==> src/verilog/axil_pkg.sv <==
// AXI4-Lite types for the 16-byte debug register window; no burst or protection signals
package axil_pkg;

	typedef logic [3:0] axil_addr_t;
	typedef logic [31:0] axil_data_t;
	typedef logic [3:0] axil_strb_t;
	typedef logic [1:0] axil_resp_t;

	localparam axil_resp_t RESP_OKAY = 2'b00;
	localparam axil_resp_t RESP_SLVERR = 2'b10;
	localparam axil_resp_t RESP_DECERR = 2'b11;

	// register map, word aligned
	localparam axil_addr_t REG_VALUE = 4'h0;
	localparam axil_addr_t REG_DOTS = 4'h4;
	localparam axil_addr_t REG_LEDS = 4'h8;
	// read-only frame counter
	localparam axil_addr_t REG_STATUS = 4'hC;

	// master to slave
	typedef struct packed {
		axil_addr_t awaddr;
		logic awvalid;
		axil_data_t wdata;
		axil_strb_t wstrb;
		logic wvalid;
		logic bready;
		axil_addr_t araddr;
		logic arvalid;
		logic rready;
	} axil_req_t;

	// slave to master
	typedef struct packed {
		logic awready;
		logic wready;
		axil_resp_t bresp;
		logic bvalid;
		logic arready;
		axil_data_t rdata;
		axil_resp_t rresp;
		logic rvalid;
	} axil_rsp_t;

endpackage

==> src/verilog/display_pkg.sv <==
// display types and timing; eight-digit active-low serial display, all counts in clk200m cycles
package display_pkg;

	// fixed by the display board
	localparam int DIGIT_COUNT = 8;
	localparam int FRAME_BITS = 64;

	// clk200m cycles per shifted bit, half low and half high
	localparam int BIT_CYCLES = 4;
	// cycles between frame starts, must exceed one frame plus latch
	localparam int REFRESH_CYCLES = 512;

	typedef logic [3:0] hex_digit_t;
	// bit 0 = segment a .. bit 6 = g, bit 7 = decimal point, all active low
	typedef logic [7:0] seg_code_t;
	// most significant digit in the top byte
	typedef logic [FRAME_BITS-1:0] seg_frame_t;
	typedef logic [31:0] display_value_t;
	// bit i lights the dot of digit i
	typedef logic [DIGIT_COUNT-1:0] dot_mask_t;
	typedef logic [7:0] led_pattern_t;
	typedef logic [15:0] frame_count_t;

	// what the register block hands to the encoder
	typedef struct packed {
		display_value_t value;
		dot_mask_t dots;
	} display_cfg_t;

	// board pins of the serial shift register
	typedef struct packed {
		logic seg_clk;
		logic seg_clear_n;
		logic seg_data;
		logic seg_latch;
	} seg_serial_t;

endpackage
==> src/verilog/debug_display_top.sv <==
// debug display top; single clock domain, the serial display refreshes every REFRESH_CYCLES cycles
`timescale 1ns/1ps

module debug_display_top (
	input logic clk200m,
	input logic reset,
	input axil_pkg::axil_req_t axil_req,
	output axil_pkg::axil_rsp_t axil_rsp,
	output display_pkg::led_pattern_t leds,
	output display_pkg::seg_serial_t seg_serial
);
	import display_pkg::*;

	// register block to encoder
	display_cfg_t display_cfg;
	// encoder to serializer
	seg_frame_t frame;
	// serializer back to the status counter
	logic frame_done;

	// bus side, value, dots, leds and frame counter
	debug_regs debug_regs_inst (
		.clk200m (clk200m),
		.reset (reset),
		.axil_req (axil_req),
		.axil_rsp (axil_rsp),
		.frame_done (frame_done),
		.display_cfg (display_cfg),
		.leds (leds)
	);

	// eight digits to one registered frame
	segment_frame_encoder segment_frame_encoder_inst (
		.clk200m (clk200m),
		.reset (reset),
		.display_cfg (display_cfg),
		.frame (frame)
	);

	// frame out to the board shift register
	segment_serializer segment_serializer_inst (
		.clk200m (clk200m),
		.reset (reset),
		.frame (frame),
		.seg_serial (seg_serial),
		.frame_done (frame_done)
	);

endmodule

==> src/verilog/segment_serializer.sv <==
// MSB-first serial frame output on clk200m; seg_clk is a registered pin, not a clock
`timescale 1ns/1ps

module segment_serializer (
	input logic clk200m,
	input logic reset,
	input display_pkg::seg_frame_t frame,
	output display_pkg::seg_serial_t seg_serial,
	output logic frame_done
);
	import display_pkg::*;

	typedef enum logic [1:0] {S_IDLE, S_SHIFT, S_LATCH} ser_state_t;
	typedef logic [$clog2(REFRESH_CYCLES)-1:0] refresh_count_t;
	typedef logic [$clog2(BIT_CYCLES)-1:0] bit_phase_t;
	typedef logic [$clog2(FRAME_BITS)-1:0] bit_index_t;

	ser_state_t state;
	refresh_count_t refresh_cnt;
	logic refresh_start;
	bit_phase_t phase;
	bit_phase_t phase_next;
	logic phase_last;
	bit_index_t bit_cnt;
	seg_frame_t shift_reg;
	logic seg_clk_q;
	logic seg_clear_n_q;
	logic seg_data_q;
	logic seg_latch_q;

	// free running, never stalled by the bus
	always_ff @(posedge clk200m) begin
		if (reset)
			refresh_cnt <= '0;
		else if (refresh_start)
			refresh_cnt <= '0;
		else
			refresh_cnt <= refresh_cnt + 1'b1;
	end

	assign refresh_start = (refresh_cnt == refresh_count_t'(REFRESH_CYCLES - 1));

	// bit phase, low half then high half of seg_clk
	assign phase_next = phase_last ? '0 : phase + 1'b1;
	assign phase_last = (phase == bit_phase_t'(BIT_CYCLES - 1));

	always_ff @(posedge clk200m) begin
		if (reset) begin
			state <= S_IDLE;
			phase <= '0;
			bit_cnt <= '0;
			seg_clk_q <= 1'b0;
			seg_clear_n_q <= 1'b0;
			seg_data_q <= 1'b0;
			seg_latch_q <= 1'b0;
			frame_done <= 1'b0;
		end else begin
			// clear only held through reset
			seg_clear_n_q <= 1'b1;
			frame_done <= 1'b0;
			case (state)
				S_IDLE: begin
					if (refresh_start) begin
						// first bit out while clk is low
						state <= S_SHIFT;
						phase <= '0;
						bit_cnt <= '0;
						seg_clk_q <= 1'b0;
						seg_data_q <= frame[FRAME_BITS-1];
					end
				end
				S_SHIFT: begin
					phase <= phase_next;
					seg_clk_q <= (phase_next >= bit_phase_t'(BIT_CYCLES / 2));
					if (phase_last) begin
						if (bit_cnt == bit_index_t'(FRAME_BITS - 1)) begin
							state <= S_LATCH;
							seg_data_q <= 1'b0;
							seg_latch_q <= 1'b1;
						end else begin
							// next bit changes on the falling edge
							bit_cnt <= bit_cnt + 1'b1;
							seg_data_q <= shift_reg[FRAME_BITS-1];
						end
					end
				end
				S_LATCH: begin
					// latch high for one bit time
					phase <= phase_next;
					if (phase_last) begin
						state <= S_IDLE;
						seg_latch_q <= 1'b0;
						frame_done <= 1'b1;
					end
				end
				default: state <= S_IDLE;
			endcase
		end
	end

	// snapshot at refresh start without the bit already on the pin, shifted once per bit
	always_ff @(posedge clk200m) begin
		if (state == S_IDLE && refresh_start)
			shift_reg <= {frame[FRAME_BITS-2:0], 1'b0};
		else if (state == S_SHIFT && phase_last)
			shift_reg <= {shift_reg[FRAME_BITS-2:0], 1'b0};
	end

	assign seg_serial.seg_clk = seg_clk_q;
	assign seg_serial.seg_clear_n = seg_clear_n_q;
	assign seg_serial.seg_data = seg_data_q;
	assign seg_serial.seg_latch = seg_latch_q;

endmodule

==> src/verilog/segment_frame_encoder.sv <==
// hex to seven-segment frame, one cycle latency; blank frame while in reset
`timescale 1ns/1ps

module segment_frame_encoder (
	input logic clk200m,
	input logic reset,
	input display_pkg::display_cfg_t display_cfg,
	output display_pkg::seg_frame_t frame
);
	import display_pkg::*;

	seg_frame_t next_frame;

	// table is active high, inverted once at the end
	function automatic seg_code_t encode_digit(input hex_digit_t digit, input logic dot);
		logic [6:0] lit;
		case (digit)
			4'h0: lit = 7'h3F;
			4'h1: lit = 7'h06;
			4'h2: lit = 7'h5B;
			4'h3: lit = 7'h4F;
			4'h4: lit = 7'h66;
			4'h5: lit = 7'h6D;
			4'h6: lit = 7'h7D;
			4'h7: lit = 7'h07;
			4'h8: lit = 7'h7F;
			4'h9: lit = 7'h6F;
			// lower case b and d, others upper
			4'hA: lit = 7'h77;
			4'hB: lit = 7'h7C;
			4'hC: lit = 7'h39;
			4'hD: lit = 7'h5E;
			4'hE: lit = 7'h79;
			default: lit = 7'h71;
		endcase
		return ~{dot, lit};
	endfunction

	// digit i goes to byte i
	always_comb begin
		for (int i = 0; i < DIGIT_COUNT; i++) begin
			next_frame[i*8 +: 8] = encode_digit(display_cfg.value[i*4 +: 4],
				display_cfg.dots[i]);
		end
	end

	always_ff @(posedge clk200m) begin
		if (reset)
			// all segments dark
			frame <= '1;
		else
			frame <= next_frame;
	end

endmodule

==> src/verilog/debug_regs.sv <==
// AXI4-Lite slave, one write and one read in flight; master must hold valid until ready
`timescale 1ns/1ps

module debug_regs (
	input logic clk200m,
	input logic reset,
	input axil_pkg::axil_req_t axil_req,
	output axil_pkg::axil_rsp_t axil_rsp,
	input logic frame_done,
	output display_pkg::display_cfg_t display_cfg,
	output display_pkg::led_pattern_t leds
);
	import axil_pkg::*;
	import display_pkg::*;

	typedef enum logic [1:0] {WR_IDLE, WR_ACCEPT, WR_RESP} wr_state_t;
	typedef enum logic [1:0] {RD_IDLE, RD_ACCEPT, RD_RESP} rd_state_t;

	wr_state_t wr_state;
	rd_state_t rd_state;
	display_value_t value_reg;
	dot_mask_t dots_reg;
	led_pattern_t leds_reg;
	frame_count_t frame_count;
	axil_resp_t wr_resp;
	axil_resp_t rd_resp;
	axil_data_t rd_data;
	axil_resp_t bresp_reg;
	axil_resp_t rresp_reg;
	axil_data_t rdata_reg;

	// byte lanes with strobe set take the new data
	function automatic axil_data_t merge_bytes(input axil_data_t old_data,
			input axil_data_t new_data, input axil_strb_t strb);
		axil_data_t merged;
		merged = old_data;
		for (int b = 0; b < 4; b++) begin
			if (strb[b])
				merged[b*8 +: 8] = new_data[b*8 +: 8];
		end
		return merged;
	endfunction

	// write decode, status is read only
	always_comb begin
		case (axil_req.awaddr)
			REG_VALUE, REG_DOTS, REG_LEDS: wr_resp = RESP_OKAY;
			REG_STATUS: wr_resp = RESP_SLVERR;
			default: wr_resp = RESP_DECERR;
		endcase
	end

	// read decode, narrow registers zero extended
	always_comb begin
		rd_resp = RESP_OKAY;
		case (axil_req.araddr)
			REG_VALUE: rd_data = value_reg;
			REG_DOTS: rd_data = {24'b0, dots_reg};
			REG_LEDS: rd_data = {24'b0, leds_reg};
			REG_STATUS: rd_data = {16'b0, frame_count};
			default: begin
				// unaligned
				rd_data = '0;
				rd_resp = RESP_DECERR;
			end
		endcase
	end

	// write channel, ready pulse one cycle after both valids
	always_ff @(posedge clk200m) begin
		if (reset) begin
			wr_state <= WR_IDLE;
			value_reg <= '0;
			dots_reg <= '0;
			leds_reg <= '0;
		end else begin
			case (wr_state)
				WR_IDLE: begin
					if (axil_req.awvalid && axil_req.wvalid)
						wr_state <= WR_ACCEPT;
				end
				WR_ACCEPT: begin
					// handshake happens here, register update with it
					wr_state <= WR_RESP;
					case (axil_req.awaddr)
						REG_VALUE: value_reg <= merge_bytes(value_reg, axil_req.wdata,
							axil_req.wstrb);
						REG_DOTS: if (axil_req.wstrb[0]) dots_reg <= axil_req.wdata[7:0];
						REG_LEDS: if (axil_req.wstrb[0]) leds_reg <= axil_req.wdata[7:0];
						default: ;
					endcase
				end
				WR_RESP: begin
					if (axil_req.bready)
						wr_state <= WR_IDLE;
				end
				default: wr_state <= WR_IDLE;
			endcase
		end
	end

	// read channel, same shape as write
	always_ff @(posedge clk200m) begin
		if (reset) begin
			rd_state <= RD_IDLE;
		end else begin
			case (rd_state)
				RD_IDLE: if (axil_req.arvalid) rd_state <= RD_ACCEPT;
				RD_ACCEPT: rd_state <= RD_RESP;
				RD_RESP: if (axil_req.rready) rd_state <= RD_IDLE;
				default: rd_state <= RD_IDLE;
			endcase
		end
	end

	// response payload captured at the handshake
	always_ff @(posedge clk200m) begin
		if (wr_state == WR_ACCEPT)
			bresp_reg <= wr_resp;
		if (rd_state == RD_ACCEPT) begin
			rdata_reg <= rd_data;
			rresp_reg <= rd_resp;
		end
	end

	// frames sent, wraps at 2^16
	always_ff @(posedge clk200m) begin
		if (reset)
			frame_count <= '0;
		else if (frame_done)
			frame_count <= frame_count + 1'b1;
	end

	always_comb begin
		axil_rsp.awready = (wr_state == WR_ACCEPT);
		axil_rsp.wready = (wr_state == WR_ACCEPT);
		axil_rsp.bvalid = (wr_state == WR_RESP);
		axil_rsp.bresp = bresp_reg;
		axil_rsp.arready = (rd_state == RD_ACCEPT);
		axil_rsp.rvalid = (rd_state == RD_RESP);
		axil_rsp.rdata = rdata_reg;
		axil_rsp.rresp = rresp_reg;
	end

	assign display_cfg.value = value_reg;
	assign display_cfg.dots = dots_reg;
	assign leds = leds_reg;

endmodule

==> config.mk <==
export PLATFORM = sky130hd
export DESIGN_NAME = debug_display_top
export DESIGN_NICKNAME = d
export VERILOG_FILES = /design/src/verilog/axil_pkg.sv /design/src/verilog/display_pkg.sv /design/src/verilog/debug_display_top.sv /design/src/verilog/segment_serializer.sv /design/src/verilog/segment_frame_encoder.sv /design/src/verilog/debug_regs.sv
export SDC_FILE = /design/constraint.sdc
export NUM_CORES = 1
export LEC_CHECK = 0
export BUFFER_PORTS_ARGS = -buffer_cell sky130_fd_sc_hd__buf_4
export CORE_MARGIN = 2
export CORE_UTILIZATION = 30
export DETAILED_ROUTE_END_ITERATION = 7
export GPL_ROUTABILITY_DRIVEN = 0
export GPL_TIMING_DRIVEN = 0
export PLACE_DENSITY = 0.53
export SETUP_SLACK_MARGIN = 0.02
export SLEW_MARGIN = 10
export SYNTH_ARGS = -nofsm -noshare
export SYNTH_HDL_FRONTEND = slang
export SYNTH_SLANG_ARGS = --single-unit
==> constraint.sdc <==
create_clock -name clk200m -period 4.6 [get_ports clk200m]
set_input_delay 0.92 -clock clk200m [delete_from_list [all_inputs] [get_ports clk200m]]
set_output_delay 0.92 -clock clk200m [all_outputs]
set_load 0.02 [all_outputs]
# Word-level counts from Yosys, hierarchy flattened
# Memory sizes are Yosys's and may differ from the RTL's. A register that Yosys moved wholly into a read port is not among the register bits.
# Index checks and enable logic that the tools add are counted.
[totals] n_memories=8 word_cells=151 romBits=896 reg_bits=255 output_inout_bits=53
[classes] reduce_logical=31 eq_ne=24 muxes=51 addsub=4 n_bitwise=9 n_lt_le_gt_ge=1
[mem_list] name="(no name shown)" words=16 width=7 rd=1 rd_clocked_by_memory_dff=1 write_ports=0 line_no="segment_frame_encoder.sv:17" source="case (digit)"
[mem_list] name="(no name shown)" words=16 width=7 rd=1 rd_clocked_by_memory_dff=1 write_ports=0 line_no="segment_frame_encoder.sv:17"
[mem_list] name="(no name shown)" words=16 width=7 rd=1 rd_clocked_by_memory_dff=1 write_ports=0 line_no="segment_frame_encoder.sv:17"
[mem_list] name="(no name shown)" words=16 width=7 rd=1 rd_clocked_by_memory_dff=1 write_ports=0 line_no="segment_frame_encoder.sv:17"
[mem_list] name="(no name shown)" words=16 width=7 rd=1 rd_clocked_by_memory_dff=1 write_ports=0 line_no="segment_frame_encoder.sv:17"
[mem_list] name="(no name shown)" words=16 width=7 rd=1 rd_clocked_by_memory_dff=1 write_ports=0 line_no="segment_frame_encoder.sv:17"
[mem_list] name="2 more memories"
[op_table] op="64-bit two-way mux" n=2
[op_table] op="32-bit case mux with 4 select lines" n=1
[op_table] op="4-bit two-way mux" n=16
[op_table] op="8-bit inverter" n=8
[op_table] op="2-bit two-way mux" n=11
[op_table] op="3-bit AND reduction" n=7
[op_table] op="6-bit two-way mux" n=3
[op_table] op="2-bit case mux with 3 select lines" n=3
[op_table] op="16-bit by 1-bit adder with 16-bit output, second input constant" n=1
[op_table] op="4-bit equality test, second input constant" n=4
[op_table] op="6-bit case mux with 2 select lines" n=1
[op_table] op="4-bit AND reduction" n=3
[op_table] op="2-bit by 1-bit inequality test with 1-bit output, second input constant" n=5
[op_table] op="9-bit by 1-bit adder with 9-bit output, second input constant" n=1
[op_table] op="9-bit equality test, second input constant" n=1
[op_table] op="1-bit two-way mux" n=9
[op_table] op="2-bit equality test, second input constant" n=4
[op_table] op="4-bit by 3-bit equality test with 1-bit output, second input constant" n=2
[op_table] op="4-bit zero test" n=2
[op_table] op="2-bit inequality test, second input constant" n=4
[op_table] op="2-bit case mux with 2 select lines" n=2
[op_table] op="2-bit AND reduction" n=4
[op_table] op="2-bit nonzero test" n=4
[op_table] op="6-bit by 1-bit adder with 6-bit output, second input constant" n=1
[op_table] op="11 further kinds" n=21

# Longest topological paths before layout
[logic_depth] ltp_word=4 ltp_mapped=11

# By module
# Synthesis repeated with hierarchy kept, for this count alone.
[unflattened] hier_cells=992 hier_area_um2=11355.9
[by_module_without_submodules] mod="debug_regs" area_each_um2=4192.8 cells_per_inst=368 instances=1
[by_module_without_submodules] mod="segment_serializer" area_each_um2=3798.6 cells_per_inst=269 instances=1
[by_module_without_submodules] mod="segment_frame_encoder" area_each_um2=3364.5 cells_per_inst=355 instances=1

# Worst setup path before layout
# Ideal clock, no wire load.
[synth_timing] path_kind="reg2reg" startpoint="reg segment_serializer_inst.refresh_cnt[0]" endpoint="reg segment_serializer_inst.shift_reg[10], enable pin" setup_slack_ns=1.158 required_ns=3.919 arrival_ns=2.761 stages_incl_launch_ff=9 period_less_slack_ns=3.442 path_cell_list="dfxtp_1 > ha_1 > nand2_1 > nor2_1 > and3_1 > ha_1 > nand2_1 > clkbuf_1 > nand2_1"
[synth_via] elab_chain_cells=3
[synth_rtl] item="from (decl)" line_no="segment_serializer.sv:19" source="refresh_count_t refresh_cnt;"
[synth_rtl] item="from (signal assigned)" line_no="segment_serializer.sv:38" source="refresh_cnt <= refresh_cnt + 1'b1;"
[synth_rtl] item="9-bit equality test" line_no="segment_serializer.sv:41" source="assign refresh_start = (refresh_cnt == refresh_count_t'(REFRESH_CYCLES - 1));"
[synth_rtl] item="1-bit logical AND" line_no="segment_serializer.sv:103" source="if (state == S_IDLE && refresh_start)"
[synth_rtl] item="2-bit nonzero test (no source line)"
[synth_rtl] item="to (signal assigned)" line_no="segment_serializer.sv:104" source="shift_reg <= {frame[FRAME_BITS-2:0], 1'b0};"
[synth_rtl] item="to (signal assigned)" line_no="segment_serializer.sv:106" source="shift_reg <= {shift_reg[FRAME_BITS-2:0], 1'b0};"
[synth_rtl] item="to (decl)" line_no="segment_serializer.sv:25" source="seg_frame_t shift_reg;"
# Every way passes these cells.
# A chain may end at the register's enable or synchronous reset.

==> impl_results.rst <==
.. list-table::
   :header-rows: 1

   * - Metric
     - Value
   * - Outcome
     - complete, no violations
   * - Area post-placement
     - 14,700 um2
   * - Post-layout instance count excluding filler cells
     - 1,922
   * - Share of flip-flops with an asynchronous set or reset after synthesis
     - 0%
   * - Number of setup buffers added after CTS
     - 0
   * - Final Total Pwr
     - 5.97 mW
   * - Period Utilization, post-route
     - 94.5%
   * - Ratio of routed vias to standard cells
     - 4.76
   * - Leakage power
     - 6.00 nW
   * - Count of TritonRoute iterations in the first routing pass
     - 5
   * - Die outline area
     - 45,400 um2
   * - Area growth from synthesis to layout
     - 21.3%
   * - Largest net degree at the start of global routing
     - 46
   * - Highest-delay cell along the critical path
     - sky130_fd_sc_hd__buf_1
   * - Post-synthesis net count
     - 1,285
   * - Core area
     - 43,100 um2
   * - Number of remaining DRC errors
     - 0
   * - Post-synthesis sequential element count
     - 310
   * - Final hold viol count
     - 0
   * - Number of endpoints failing setup at the final stage
     - 0
   * - Worst-Margin Slew
     - 1.14 ns
   * - Cts bufs inserted
     - 35
   * - Post-route setup TNS
     - 0 ns
   * - Reg2reg setup slack
     - 1.45 ns
   * - Post-Synthesis Cell Area
     - 13,100 um2
   * - Max capacitance violation total
     - 0
   * - Final layout net count
     - 1,427
   * - Final worst clock skew
     - 0.0129 ns
   * - Worst vdd ir
     - 0.000207 V
   * - Upper clock frequency limit
     - 0.230 GHz
   * - Starting Density
     - 30.4%
   * - Count of cells resized by post-cts repair
     - 0
   * - Final Routed Wirelength
     - 34.0 mm
   * - Setup repair after global routing missed its margin
     - false
   * - Worst stage delay on the critical path
     - 0.79 ns
   * - Number of inserted filler cells in the final layout
     - 4,311
   * - Worst slew margin relative to its limit
     - 24.1%
   * - Seq/Total Area, Yosys
     - 54.8%
   * - Number of placed instances, taps included
     - 1,860
   * - Area leader, netlist
     - sky130_fd_sc_hd__dfxtp_1
   * - DRC marker count from the first detailed-route iteration
     - 629
   * - Worst setup path category
     - in -> reg
   * - PwrDens
     - 376 nW/um2
   * - Shortest clock period the worst path allows after layout
     - 4.35 ns
   * - Number of warnings reported in the yosys synthesis log
     - 0
   * - IO Port Bufs
     - 103
   * - Critical path fanouts, max
     - 10
   * - Area contributors post-synth
     - sky130_fd_sc_hd__dfxtp_1, sky130_fd_sc_hd__edfxtp_1, sky130_fd_sc_hd__ha_1, sky130_fd_sc_hd__mux2_2, sky130_fd_sc_hd__mux2i_1
   * - Floorplan die width
     - 213 um
   * - Design area
     - 15,900 um2
   * - Wire length of the first global-routing pass
     - 52.0 mm
   * - Average cell area after synthesis
     - 11.2 um2
   * - Most frequent cell on the critical path
     - sky130_fd_sc_hd__buf_1
   * - Primary FF master, synth
     - sky130_fd_sc_hd__dfxtp_1
   * - Count of antenna-violating nets left after detailed routing
     - 0
   * - Clock network latency to the later pin of the worst-skew pair
     - 0.52 ns
   * - Hold-fix buffer count after cts
     - 0
   * - Data required time of the critical path
     - 5.06 ns
   * - Routed length per instance
     - 17.7 um
   * - Cell breakdown of the critical path
     - buf_4 > buf_1 > buf_1 > clkbuf_1 > buf_1 > nor2_1 > ha_1 > mux4_2 > inv_1
   * - Root buf cell
     - sky130_fd_sc_hd__clkbuf_16
   * - DR vias
     - 9,158
   * - Number of core rows
     - 76
   * - Count of pins over their slew limit
     - 0
   * - CTS tree
     - done
   * - Post-synthesis cell count
     - 1,170
   * - Number of synthesized flops with an enable pin
     - 98
   * - Global-route total usage across every layer
     - 15.0%
   * - Top Ports
     - 104
   * - Initial antenna violation count
     - 0
   * - Arr. time, crit path
     - 4.81 ns
   * - Clock slew at reported path FFs
     - 0.06 ns
   * - Final core utilization
     - 36.9%
   * - Half-perimeter wire length after detailed placement
     - 24.2 mm
   * - Count of clock tree sinks
     - 310
   * - Fraction of final layout cells with drive strength greater than 1
     - 21.2%
   * - H-Tree Level Count
     - 2
   * - Type of element capturing the critical path
     - flip-flop
   * - Overall overflow remaining after global route
     - 0
   * - Worst Setup Start Kind
     - primary input
   * - Class of the tightest hold or removal check
     - reg -> reg
   * - Number of different library cells in the post-synthesis netlist
     - 64
   * - Vertical extent of the die
     - 213 um
   * - Longest Clk Path Bufs
     - 3
   * - Diodes inserted
     - 0
   * - Share of Yosys cell area claimed by the top area cell type
     - 32.4%
   * - Cell types with the highest counts after synthesis
     - sky130_fd_sc_hd__dfxtp_1, sky130_fd_sc_hd__nand2_1, sky130_fd_sc_hd__edfxtp_1, sky130_fd_sc_hd__inv_1, sky130_fd_sc_hd__ha_1
   * - Most common cell in the synthesized netlist
     - sky130_fd_sc_hd__dfxtp_1
   * - Via count of the first global-routing pass
     - 8,827
worst paths after layout:
kind,to,from,cells past startpoint
hold reg to reg,segment_frame_encoder_inst.frame[18]$_SDFF_PP1_,flip-flop,1
hold / removal,segment_frame_encoder_inst.frame[18]$_SDFF_PP1_,flip-flop,1
setup / recovery,flip-flop,reset,9
setup reg to reg,flip-flop,debug_regs_inst.wr_state[0]$_SDFFE_PP0P_,10
cell usage in the layout, fill, tap and decap left out, drive strengths merged, types with 5 or more instances in the layout:
cell / netlist / final
dfxtp: 212 / 212
a221o: 8 / 8
nand3: 41 / 41
a31oi: 5 / 5
nand2b: 10 / 10
mux2i: 47 / 47
clkbuf: 39 / 95
nor3b: 6 / 6
and2: 17 / 17
mux2: 63 / 63
o22a: 16 / 16
a211oi: 11 / 11
a21oi: 57 / 57
ha: 64 / 64
a32oi: 8 / 8
nor2: 62 / 62
buf: 24 / 129
mux4: 8 / 8
nand2: 109 / 109
edfxtp: 98 / 98
inv: 73 / 73
or2: 6 / 6
a21o: 15 / 15
nor2b: 10 / 10
a22o: 16 / 16
nand4: 10 / 10
or3: 12 / 12
o21ai: 44 / 44
nand3b: 7 / 7
a22oi: 7 / 7
and3: 12 / 12
xor2: 8 / 8
xnor2: 9 / 9
report_power, final:
| part | leakage [nW] | switching (mW) | internal [mW] |
|---|---|---|---|
| registers | 2.42 | 0.0132 | 2.85 |
| clock network | 0.587 | 1.10 | 1.81 |
| logic | 2.99 | 0.134 | 0.0711 |
logic make-up after synthesis:
| kind of cell | Yosys count | synth area share, % |
|---|---|---|
| AND/OR/NAND/NOR | 317 | 12.0 |
| flip-flops | 310 | 54.8 |
| AO/OA/AOI/OAI | 208 | 11.1 |
| buffers and inverters | 136 | 4.47 |
| multiplexers | 118 | 10.4 |
| adder cells (fa/ha/maj) | 64 | 6.11 |
| XOR/XNOR | 17 | 1.14 |
metrics by stage:
stage,hold slack [ns],worst slack [ns]
floorplan,0.352,1.16
CTS,0.369,0.207
global placement,0.353,-0.334
global route,0.380,0.152
finish,0.364,0.251
detailed placement,0.356,-0.335
critical path, delay by kind of cell:
kind	cells	cell delay, ns
adder cells (fa/ha/maj)	1	0.28
buffers and inverters	6	2.94
multiplexers	1	0.47
AND/OR/NAND/NOR	1	0.18
per-layer routing:
| metal | vias up | share of wire (%) | global-route usage (%) |
|---|---|---|---|
| li1 | 4436 | - | - |
| met1 | 4404 | 49 | 21.6 |
| met2 | 275 | 43 | 23.1 |
| met3 | 43 | 6.2 | 2.90 |
| met4 | 0 | 1.9 | 3.83 |
| met5 | - | 0 | 0 |
cell type report:
| cell class | instances | area [um2] | share of cell area [%] |
|---|---|---|---|
| sequential | 310 | 7190 | 45.2 |
| multi-input combinational | 724 | 5360 | 33.7 |
| clock buffer | 56 | 1100 | 6.92 |
| timing repair buffer | 105 | 821 | 5.16 |
| tap | 585 | 732 | 4.61 |
| buffer | 63 | 309 | 1.94 |
| inverter | 73 | 277 | 1.74 |
| clock inverter | 6 | 108 | 0.677 |
(Power assumes the default switching activity.)
